File: src/design/exec_pkg.sv
`default_nettype none

package exec_pkg;

  localparam int xlen     = 32;
  localparam int rob_size = 8;                  // tags handed out by the rob
  localparam int tag_w    = $clog2(rob_size);
  localparam int rs_depth = 3;                  // station entries

  typedef logic [tag_w-1:0]       tag_t;
  typedef logic signed [xlen-1:0] word_t;

  typedef enum logic [3:0] {
    op_add,
    op_sub,
    op_and,
    op_or,
    op_xor,
    op_slt,   // signed compare
    op_sltu,  // unsigned compare
    op_sll,
    op_srl,
    op_sra
  } alu_op_e;

  // reference behaviour of the integer alu
  function automatic word_t alu_compute(alu_op_e op, word_t a, word_t b);
    word_t res;
    logic [4:0] shamt;
    shamt = b[4:0];                              // only low five bits shift
    case (op)
      op_add:  res = a + b;
      op_sub:  res = a - b;
      op_and:  res = a & b;
      op_or:   res = a | b;
      op_xor:  res = a ^ b;
      op_slt:  res = word_t'(a < b);
      op_sltu: res = word_t'($unsigned(a) < $unsigned(b));
      op_sll:  res = a << shamt;
      op_srl:  res = a >> shamt;                 // zero fill
      op_sra:  res = a >>> shamt;                // sign fill, a is signed
      default: res = '0;                         // unused encodings
    endcase
    return res;
  endfunction

endpackage

`default_nettype wire

File: src/design/issue_if.sv
`timescale 1ns/1ps
`default_nettype none

// one instruction with both operands resolved, station to alu
interface issue_if
  import exec_pkg::*;
();

  logic    valid;  // station holds an instruction
  logic    ready;  // alu stage one can take it
  alu_op_e op;
  tag_t    tag;    // destination rob tag
  word_t   a;      // operand i
  word_t   b;      // operand j

  modport source (
    output valid, op, tag, a, b,
    input  ready
  );

  modport sink (
    input  valid, op, tag, a, b,
    output ready
  );

endinterface

`default_nettype wire

File: src/design/reservation_station.sv
`timescale 1ns/1ps
`default_nettype none

module reservation_station
  import exec_pkg::*;
(
  input  wire logic    clk_in,
  input  wire logic    rst_in,
  input  wire logic    disp_valid,
  output logic         disp_ready,
  input  wire alu_op_e disp_op,
  input  wire tag_t    disp_tag,
  input  wire logic    disp_i_ready,
  input  wire logic    disp_j_ready,
  input  wire tag_t    disp_i_tag,
  input  wire tag_t    disp_j_tag,
  input  wire word_t   disp_i_value,
  input  wire word_t   disp_j_value,
  input  wire logic    cdb_valid,
  input  wire tag_t    cdb_tag,
  input  wire word_t   cdb_value,
  issue_if.source      issue
);

  typedef logic [$clog2(rs_depth)-1:0] idx_t;

  logic [rs_depth-1:0] busy;     // entry holds an instruction
  logic [rs_depth-1:0] i_rdy;    // operand i has its value
  logic [rs_depth-1:0] j_rdy;
  alu_op_e             ent_op  [rs_depth];
  tag_t                ent_tag [rs_depth];
  tag_t                i_tag   [rs_depth];  // producer tag while waiting
  tag_t                j_tag   [rs_depth];
  word_t               i_val   [rs_depth];
  word_t               j_val   [rs_depth];

  logic [rs_depth-1:0] eligible;
  logic [rs_depth-1:0] i_wake;
  logic [rs_depth-1:0] j_wake;
  idx_t                free_idx;
  idx_t                sel_idx;
  logic                disp_fire;
  logic                sel_load;
  logic                di_hit;
  logic                dj_hit;

  assign disp_ready = ~&busy;                   // any free entry
  assign disp_fire  = disp_valid && disp_ready;
  assign eligible   = busy & i_rdy & j_rdy;

  // issue register is empty or being drained this cycle
  assign sel_load = |eligible && (!issue.valid || issue.ready);

  // a broadcast in the dispatch cycle is caught on the way in
  assign di_hit = cdb_valid && (cdb_tag == disp_i_tag);
  assign dj_hit = cdb_valid && (cdb_tag == disp_j_tag);

  always_comb begin
    free_idx = '0;
    sel_idx  = '0;
    for (int e = rs_depth - 1; e >= 0; e--) begin  // downward so lowest index wins
      if (!busy[e]) free_idx = idx_t'(e);
      if (eligible[e]) sel_idx = idx_t'(e);
      i_wake[e] = busy[e] && !i_rdy[e] && cdb_valid && (cdb_tag == i_tag[e]);
      j_wake[e] = busy[e] && !j_rdy[e] && cdb_valid && (cdb_tag == j_tag[e]);
    end
  end

  always_ff @(posedge clk_in) begin
    if (rst_in) begin
      busy  <= '0;
      i_rdy <= '0;
      j_rdy <= '0;
    end else begin
      for (int e = 0; e < rs_depth; e++) begin
        if (disp_fire && free_idx == idx_t'(e)) begin
          busy[e]  <= 1'b1;
          i_rdy[e] <= disp_i_ready || di_hit;
          j_rdy[e] <= disp_j_ready || dj_hit;
        end else begin
          if (sel_load && sel_idx == idx_t'(e)) busy[e] <= 1'b0;  // freed at selection
          if (i_wake[e]) i_rdy[e] <= 1'b1;
          if (j_wake[e]) j_rdy[e] <= 1'b1;
        end
      end
    end
  end

  always_ff @(posedge clk_in) begin
    for (int e = 0; e < rs_depth; e++) begin
      if (disp_fire && free_idx == idx_t'(e)) begin
        ent_op[e]  <= disp_op;
        ent_tag[e] <= disp_tag;
        i_tag[e]   <= disp_i_tag;
        j_tag[e]   <= disp_j_tag;
        i_val[e]   <= disp_i_ready ? disp_i_value : cdb_value;
        j_val[e]   <= disp_j_ready ? disp_j_value : cdb_value;
      end else begin
        if (i_wake[e]) i_val[e] <= cdb_value;
        if (j_wake[e]) j_val[e] <= cdb_value;
      end
    end
  end

  // registered issue slot held until the alu accepts
  always_ff @(posedge clk_in) begin
    if (rst_in) begin
      issue.valid <= 1'b0;
    end else if (sel_load) begin
      issue.valid <= 1'b1;
    end else if (issue.ready) begin
      issue.valid <= 1'b0;
    end
  end

  always_ff @(posedge clk_in) begin
    if (sel_load) begin
      issue.op  <= ent_op[sel_idx];
      issue.tag <= ent_tag[sel_idx];
      issue.a   <= i_val[sel_idx];
      issue.b   <= j_val[sel_idx];
    end
  end

  // a dispatch only ever lands in an empty entry
  a_no_accept_full: assert property (@(posedge clk_in) disable iff (rst_in)
    disp_fire |-> !busy[free_idx]);

  // the entry moved to the issue slot has both operands in hand
  a_no_stale_issue: assert property (@(posedge clk_in) disable iff (rst_in)
    sel_load |-> busy[sel_idx] && i_rdy[sel_idx] && j_rdy[sel_idx]);

  a_issue_stable: assert property (@(posedge clk_in) disable iff (rst_in)
    issue.valid && !issue.ready |=>
      issue.valid && $stable({issue.op, issue.tag, issue.a, issue.b}));

endmodule

`default_nettype wire

File: src/design/alu_pipe.sv
`timescale 1ns/1ps
`default_nettype none

module alu_pipe
  import exec_pkg::*;
(
  input  wire logic clk_in,
  input  wire logic rst_in,
  issue_if.sink     issue,
  output logic      result_valid,
  input  wire logic result_ready,
  output tag_t      result_tag,
  output word_t     result_value
);

  logic    s1_valid;   // stage one holds operands
  alu_op_e s1_op;
  tag_t    s1_tag;
  word_t   s1_a;
  word_t   s1_b;

  logic    s2_adv;     // output stage empty or handing off
  logic    s1_adv;

  assign s2_adv      = !result_valid || result_ready;
  assign s1_adv      = !s1_valid || s2_adv;
  assign issue.ready = s1_adv;

  // stage one, operand capture
  always_ff @(posedge clk_in) begin
    if (rst_in) begin
      s1_valid <= 1'b0;
    end else if (s1_adv) begin
      s1_valid <= issue.valid;
    end
  end

  always_ff @(posedge clk_in) begin
    if (s1_adv && issue.valid) begin
      s1_op  <= issue.op;
      s1_tag <= issue.tag;
      s1_a   <= issue.a;
      s1_b   <= issue.b;
    end
  end

  // stage two, computed value drives result and cdb
  always_ff @(posedge clk_in) begin
    if (rst_in) begin
      result_valid <= 1'b0;
    end else if (s2_adv) begin
      result_valid <= s1_valid;
    end
  end

  always_ff @(posedge clk_in) begin
    if (s2_adv && s1_valid) begin
      result_tag   <= s1_tag;
      result_value <= alu_compute(s1_op, s1_a, s1_b);
    end
  end

  a_result_stable: assert property (@(posedge clk_in) disable iff (rst_in)
    result_valid && !result_ready |=>
      result_valid && $stable(result_tag) && $stable(result_value));

  a_no_valid_in_reset: assert property (@(posedge clk_in)
    rst_in |=> !result_valid);

endmodule

`default_nettype wire

File: src/design/exec_cluster.sv
`timescale 1ns/1ps
`default_nettype none

module exec_cluster
  import exec_pkg::*;
(
  input  wire logic    clk_in,
  input  wire logic    rst_in,
  input  wire logic    disp_valid,
  output logic         disp_ready,
  input  wire alu_op_e disp_op,
  input  wire tag_t    disp_tag,
  input  wire logic    disp_i_ready,
  input  wire logic    disp_j_ready,
  input  wire tag_t    disp_i_tag,
  input  wire tag_t    disp_j_tag,
  input  wire word_t   disp_i_value,
  input  wire word_t   disp_j_value,
  output logic         result_valid,
  input  wire logic    result_ready,
  output tag_t         result_tag,
  output word_t        result_value
);

  logic  cdb_valid;
  tag_t  cdb_tag;
  word_t cdb_value;

  // broadcast only on a completed result handshake
  assign cdb_valid = result_valid && result_ready;
  assign cdb_tag   = result_tag;
  assign cdb_value = result_value;

  issue_if i_issue_if ();

  reservation_station i_reservation_station (
    .clk_in       (clk_in),
    .rst_in       (rst_in),
    .disp_valid   (disp_valid),
    .disp_ready   (disp_ready),
    .disp_op      (disp_op),
    .disp_tag     (disp_tag),
    .disp_i_ready (disp_i_ready),
    .disp_j_ready (disp_j_ready),
    .disp_i_tag   (disp_i_tag),
    .disp_j_tag   (disp_j_tag),
    .disp_i_value (disp_i_value),
    .disp_j_value (disp_j_value),
    .cdb_valid    (cdb_valid),
    .cdb_tag      (cdb_tag),
    .cdb_value    (cdb_value),
    .issue        (i_issue_if.source)
  );

  alu_pipe i_alu_pipe (
    .clk_in       (clk_in),
    .rst_in       (rst_in),
    .issue        (i_issue_if.sink),
    .result_valid (result_valid),
    .result_ready (result_ready),
    .result_tag   (result_tag),
    .result_value (result_value)
  );

endmodule

`default_nettype wire

File: config.mk
export PLATFORM = sky130hd
export DESIGN_NAME = exec_cluster
export DESIGN_NICKNAME = d
export VERILOG_FILES = /design/src/design/exec_pkg.sv /design/src/design/issue_if.sv /design/src/design/reservation_station.sv /design/src/design/alu_pipe.sv /design/src/design/exec_cluster.sv
export SDC_FILE = /design/constraint.sdc
export NUM_CORES = 1
export LEC_CHECK = 0
export ABC_AREA = 1
export BUFFER_PORTS_ARGS = -buffer_cell sky130_fd_sc_hd__buf_2
export CORE_UTILIZATION = 45
export DETAILED_ROUTE_END_ITERATION = 8
export PLACE_DENSITY = 0.6
export SLEW_MARGIN = 10
export SYNTH_ARGS = -nofsm -noshare
export SYNTH_HDL_FRONTEND = slang
export SYNTH_SLANG_ARGS = --single-unit
File: constraint.sdc
create_clock -name clk_in -period 8.3 [get_ports clk_in]
set_input_delay 1.66 -clock clk_in [delete_from_list [all_inputs] [get_ports clk_in]]
set_output_delay 1.66 -clock clk_in [all_outputs]
set_load 0.005 [all_outputs]
==> results of run 1 <==
==> placed cells by master (no fill, tap or decap), types with 12 or more instances in the layout <==
| cell type | synthesis | final |
|---|---|---|
| nand2_1 | 1168 | 1160 |
| edfxtp_1 | 408 | 408 |
| nand3_1 | 388 | 388 |
| inv_1 | 348 | 346 |
| o21ai_0 | 316 | 316 |
| nor2_1 | 241 | 241 |
| buf_2 | 91 | 119 |
| ha_1 | 97 | 97 |
| a21oi_1 | 97 | 96 |
| a31oi_1 | 76 | 76 |
| clkbuf_16 | 0 | 43 |
| nand4_1 | 32 | 32 |
| buf_4 | 11 | 30 |
| o22ai_1 | 29 | 29 |
| nor3_1 | 28 | 27 |
| o21ai_1 | 26 | 26 |
| inv_2 | 16 | 16 |
| clkinv_1 | 1 | 13 |
| o21bai_1 | 13 | 13 |
| dfxtp_1 | 12 | 12 |
==> area by class of cell <==
class / instances / area [um2] / share of cell area
timing repair buffer: 149 / 821 / 0.0278
inverter: 368 / 1390 / 0.0471
sequential: 420 / 12500 / 0.424
multi-input combinational: 2599 / 12500 / 0.424
tap: 773 / 967 / 0.0328
clock inverter: 29 / 225 / 0.00764
antenna: 1 / 2.50 / 0.0000849
clock buffer: 47 / 1090 / 0.0370
==> metrics by stage <==
stage	worst slack [ns]	cell area (um2)	hold WS (ns)	power, mW
after global routing	4.55	29500	0.413	4.66
after CTS	4.76	29500	0.401	4.55
final	4.76	29500	0.398	4.52
after floorplan	4.19	27200	0.400	2.60
after detailed placement	4.15	28200	0.405	2.70
after global placement	4.23	28200	0.400	2.70
==> per-layer routing <==
layer,track usage,share of wire
met1,0.431,0.42
met3,0.0496,0.085
met5,0,0.00031
met2,0.499,0.45
met4,0.137,0.045
==> final timing paths <==
kind | cells after the start | end | startpoint
setup / recovery | 15 | i_alu_pipe.result_value[31] | i_alu_pipe.s1_b[1]
hold / removal | 0 | i_alu_pipe.s1_a[4] | i_reservation_station.issue.a[4]
setup reg to reg | 15 | i_alu_pipe.result_value[31] | i_alu_pipe.s1_b[1]
hold reg to reg | 0 | i_alu_pipe.s1_a[4] | i_reservation_station.issue.a[4]
==> worst register-to-register path: cells and delay by family, from the launching register on <==
kind / cells / cell delay (ns)
simple gates: 12 / 1.32
fa+ha+maj: 1 / 0.37
flops: 1 / 0.54
buf+inv: 2 / 0.98
==> cell families after synthesis <==
| logic type | count (synthesis) |
|---|---|
| compound gates | 589 |
| xor+xnor | 9 |
| fa+ha+maj | 99 |
| buf+inv | 547 |
| flops | 420 |
| simple gates | 1902 |
==> registers in the layout (all words and copies together), names as in the netlist, 4 cells and up <==
signal / cells
i_reservation_station.i_val: 96
i_alu_pipe.result_value: 32
i_reservation_station.issue.op: 4
i_reservation_station.i_tag: 9
i_reservation_station.j_tag: 9
i_reservation_station.issue.b: 32
i_reservation_station.issue.a: 32
i_reservation_station.j_val: 96
i_alu_pipe.s1_b: 32
i_alu_pipe.s1_a: 32
i_reservation_station.ent_tag: 9
i_reservation_station.ent_op: 12
i_alu_pipe.s1_op: 4
==> power by group through the flow <==
stage               sequential (mW)  combinational, mW  clock (mW)
finish                         2.41              0.251        1.86
global route                   2.41              0.281        1.96
CTS                            2.41              0.249        1.89
detailed placement             2.45              0.248           0
global placement               2.45              0.246           0
floorplan                      2.45              0.156           0
==> flow_metrics.py, run 1 <==
metrics = {
    "synth": {
        "syn-instance-count": 3566,
        "yosysSeqAreaShare": 0.459,
        "synth_xor_area_frac": 0.00290,
        "synth_most_common_cell": "nand2_1",
        "synth_top_area_share": 0.450,
        "synth-adder-area-share": 0.0461,
        "async_flop_share": 0,
        "synth_warnings": 0,
        "yosys.area_share.simple": 0.291,
        "muxShareOfSynthArea": 0,
        "synth_compound_area_frac": 0.118,
        "ys_ff_latch": 420,
        "yosysTopAreaCell": "edfxtp_1",
        "syn_area_um2": 27200,
        "synth_edf_count": 408,
        "synth_top_family_by_area": "simple AND/OR/NAND/NOR gates",
        "synth-main-ff-cell": "edfxtp_1",
        "synth_area_leaders": "edfxtp_1, nand2_1, nand3_1, o21ai_0, inv_1",
        "avgSynthCellArea_um2": 7.63,
        "synth_cell_types": 50,
        "yosys-top-cells-count": "nand2_1, edfxtp_1, nand3_1",
        "synth_fp_nets": 3748,
    },
    "clock_network": {
        "clockBufferDepth": 3,
        "cts_max_level": 2,
        "cts-hold-fix-buffers": 0,
        "cts.sinks": 420,
        "clock_latency_ns": 0.58,
        "postCtsSetupRepairBufs": 0,
        "clockRootBuffer": "clkbuf_16",
        "cts.clk_slew.worst_paths_ns": 0.08,
        "cts_tree": "done",
        "cts_resized": 0,
        "cts_buffers": 43,
    },
    "sta": {
        "min_period_over_period": 0.426,
        "finClkSkew_ns": 0.0416,
        "setup_tns_ns": 0,
        "slew_headroom": 0.287,
        "slew_violations": 0,
        "setup_violations": 0,
        "fmaxAchievable_ghz": 0.283,
        "final-hold-violation-count": 0,
        "fin_crit_ns": 3.54,
        "tightest_slew_ns": 1.07,
        "rsz0062_at_grt": "false",
    },
    "grt": {
        "grtUsageTotal": 0.317,
        "overflow": 0,
        "grt_pass1_vias": 22792,
        "grt_start_max_net_pins": 73,
        "grt_first_pass_wirelength_um": 143000,
        "antenna_found_initial": 4,
    },
    "floorplanning": {
        "dieArea_um2": 61500,
        "dieHeight_um": 248,
        "initial_utilization": 0.458,
        "coreArea_um2": 59400,
        "rows": 89,
        "chipWidth_um": 248,
        "ios": 120,
    },
    "setup_path": {
        "crit_top_cell": "nand2_1",
        "rrSetupSlack_ns": 4.76,
        "max_stage_delay_ns": 0.54,
        "cp.required_ns": 8.53,
        "critical_path.startpoint_type": "flip-flop",
        "worstPathBufferInverterCount": 2,
        "crit_path_max_fanout": 40,
        "endpoint_kind": "flip-flop",
        "cp_slowest_cell": "edfxtp_1",
        "worstPathArrival_ns": 3.77,
        "crit_family": "simple AND/OR/NAND/NOR gates",
        "crit_path_cell_trace": "inv_2 -> buf_4 -> ha_1 -> nor2_1 -> nand2_1 -> nand3_1 -> nand2_1 -> nand2_1 -> nand2_1 -> nand2_1 -> nand2_1 -> nand2_1 -> nand2_1 -> nand3_1 -> nand3_1",
        "worst-setup-path-type": "reg -> reg",
    },
    "route": {
        "drc": 0,
        "dr.pass1.iters": 7,
        "dr.first_iter.drc_count": 2710,
        "drtAntennaViolNets": 0,
        "dr_total_vias": 24940,
        "via_per_inst": 5.69,
        "wl_per_cell_um": 22.2,
        "wl_um": 97600,
    },
    "pwr": {
        "peakVddDrop_mv": 0.162,
        "internal-power_mw": 3.51,
        "p_per_area_nw_per_um2": 153,
        "cellLeakagePower_nw": 13.1,
        "clockPowerShare": 0.412,
        "pwr-share-seq": 0.533,
        "swShare": 0.224,
        "p_comb_frac": 0.055,
        "p_sw_mw": 1.01,
    },
    "cells_and_area": {
        "instances_no_fill": 4386,
        "area_growth_pct": 8.38,
        "post-route-util": 0.497,
        "num-fill-cells": 5931,
        "final_layout_size_suffix_gt1_frac": 0.0720,
        "finalNetCount": 3763,
    },
    "run_status": {
        "status": "finished clean",
    },
    "place": {
        "dp.final_hpwl_um": 71500,
        "port_buffers": 119,
        "gp_congestion": 1.06,
        "placed_cells": 4309,
    },
    "run": {
        "maxCapViolCount": 0,
    },
    "min_path": {
        "hold_path.class": "reg -> reg",
    },
}
Power figures use the tool's default switching activity.
==> inputs of run 2 (changes only) <==
==> constraint.sdc (replaced) <==
create_clock -name clk_in -period 3.3 [get_ports clk_in]
set_input_delay 0.66 -clock clk_in [delete_from_list [all_inputs] [get_ports clk_in]]
set_output_delay 0.66 -clock clk_in [all_outputs]
set_load 0.005 [all_outputs]
==> run 2 against run 1 <==
Clock power grew to 3.0 times the previous value. Wire length grew 5.7%. Power rose to 2.7 times the previous value. Sequential cell count is the same. Largest cell class unchanged. Non-clock buffer count up 76. Global-route usage increased by 1.9 points. Sequential share of layout area down 1.5 points. Highest routed layer unchanged.
==> flow_metrics.py, run 2 (same netlist as run 1, synthesis figures left out) <==
metrics = {
    "run_status": {
        "status": "finished clean",
    },
    "clock_network": {
        "clockBufferDepth": 3,
        "cts_max_level": 2,
        "cts.sinks": 420,
        "clockRootBuffer": "clkbuf_16",
        "cts.clk_slew.worst_paths_ns": 0.07,
        "cts_buffers": 46,
        "postCtsSetupRepairBufs": 0,
        "clock_latency_ns": 0.61,
        "cts-hold-fix-buffers": 0,
        "cts_tree": "done",
        "cts_resized": 0,
    },
    "floorplanning": {
        "chipWidth_um": 248,
        "ios": 120,
        "dieHeight_um": 248,
        "coreArea_um2": 59400,
        "initial_utilization": 0.458,
        "dieArea_um2": 61500,
        "rows": 89,
    },
    "pwr": {
        "cellLeakagePower_nw": 13.6,
        "peakVddDrop_mv": 0.445,
        "p_per_area_nw_per_um2": 401,
    },
    "setup_path": {
        "crit_path_max_fanout": 34,
        "r2r_cells": 9,
        "worst-setup-path-type": "reg -> reg",
        "endpoint_kind": "flip-flop",
        "worstPathArrival_ns": 3.26,
        "critical_path.startpoint_type": "flip-flop",
        "cp.required_ns": 3.61,
    },
    "min_path": {
        "hold_path.class": "in -> reg",
        "min_path_cells": 1,
    },
    "sta": {
        "slew_headroom": 0.318,
        "setup_violations": 0,
        "fin_crit_ns": 2.95,
        "setup_tns_ns": 0,
        "finClkSkew_ns": 0.0547,
        "min_period_over_period": 0.893,
        "slew_violations": 0,
        "layout_setup_ws_ns": 0.353,
        "tightest_slew_ns": 1.02,
        "holdWs_ns": 0.250,
        "final-hold-violation-count": 0,
        "rsz0062_at_grt": "false",
        "fmaxAchievable_ghz": 0.339,
    },
    "cells_and_area": {
        "final_cell_mix": "nand2_1, edfxtp_1, nand3_1, inv_1, o21ai_0",
        "area_growth_pct": 12.2,
        "final_layout_size_suffix_gt1_frac": 0.0933,
        "num-fill-cells": 5955,
        "instances_no_fill": 4472,
        "final_cell_area_um2": 30500,
        "reg_top3": "i_reservation_station.i_val (96), i_reservation_station.j_val (96)",
        "finalNetCount": 3842,
        "final_common_cell": "nand2_1",
    },
    "route": {
        "drc": 0,
        "dr.first_iter.drc_count": 2579,
        "wl_um": 103000,
        "via_per_inst": 5.72,
        "drtAntennaViolNets": 0,
        "dr_total_vias": 25577,
        "dr.pass1.iters": 7,
        "wl_per_cell_um": 23.1,
    },
    "place": {
        "dp.final_hpwl_um": 78100,
        "port_buffers": 119,
        "pre_cts_ws_ns": 0.427,
        "placed_cells": 4385,
        "placed_area_um2": 28900,
        "gp_congestion": 1.07,
    },
    "grt": {
        "antenna_found_initial": 6,
        "grt_start_max_net_pins": 75,
        "grtUsageTotal": 0.336,
        "grt_pass1_vias": 23769,
        "overflow": 0,
        "grt_first_pass_wirelength_um": 151000,
    },
    "run": {
        "maxCapViolCount": 0,
    },
}
-- run 2: worst max-delay path, stage by stage (launching register included) --
cell and delay (ns):
edfxtp_1 0.40, buf_4 0.42, inv_4 0.27, ha_1 0.36, o211ai_1 0.22, nand3_1 0.14
nand3_1 0.19, nand3_1 0.11, nor2_1 0.39, nand3_1 0.14
-- run 2: worst paths after layout --
kind                                                       endpoint                              start  slack (ns)
worst max-delay path                    i_alu_pipe.result_value[30]                 i_alu_pipe.s1_b[0]        0.35
worst min-delay path            i_reservation_station.ent_tag[2][1]                        disp_tag[1]        0.25
worst max register to register          i_alu_pipe.result_value[30]                 i_alu_pipe.s1_b[0]        0.35
worst min register to register                  i_alu_pipe.s1_b[11]  i_reservation_station.issue.b[11]        0.41
-- run 2: through the flow --
step | power, mW | utilization
final | 12.2 | 0.515
after global routing | 12.6 | 0.514
after CTS | 12.3 | 0.514
after detailed placement | 6.82 | 0.487
after global placement | 6.82 | 0.487
after floorplan | 6.55 | -
-- run 2: cell type report --
cell class                 instances  area (um2)  area share
antenna                            3        7.51    0.000246
clock buffer                      51        1170      0.0383
multi-input combinational       2599       12500       0.409
clock inverter                    33         450      0.0147
timing repair buffer             225        1570      0.0513
sequential                       420       12500       0.409
inverter                         368        1390      0.0455
tap                              773         967      0.0317
-- run 2: metal layers --
metal	vias up	track usage	wire (um)
li1	12143	-	-
met1	12101	0.476	44400
met2	1124	0.519	45600
met3	203	0.0469	9060
met4	6	0.128	4010
met5	-	0	41
-- run 2: where the power goes --
| group | switching (mW) | internal, mW |
|---|---|---|
| combinational | 0.441 | 0.220 |
| sequential | 0.0448 | 6.01 |
| clock | 2.24 | 3.29 |
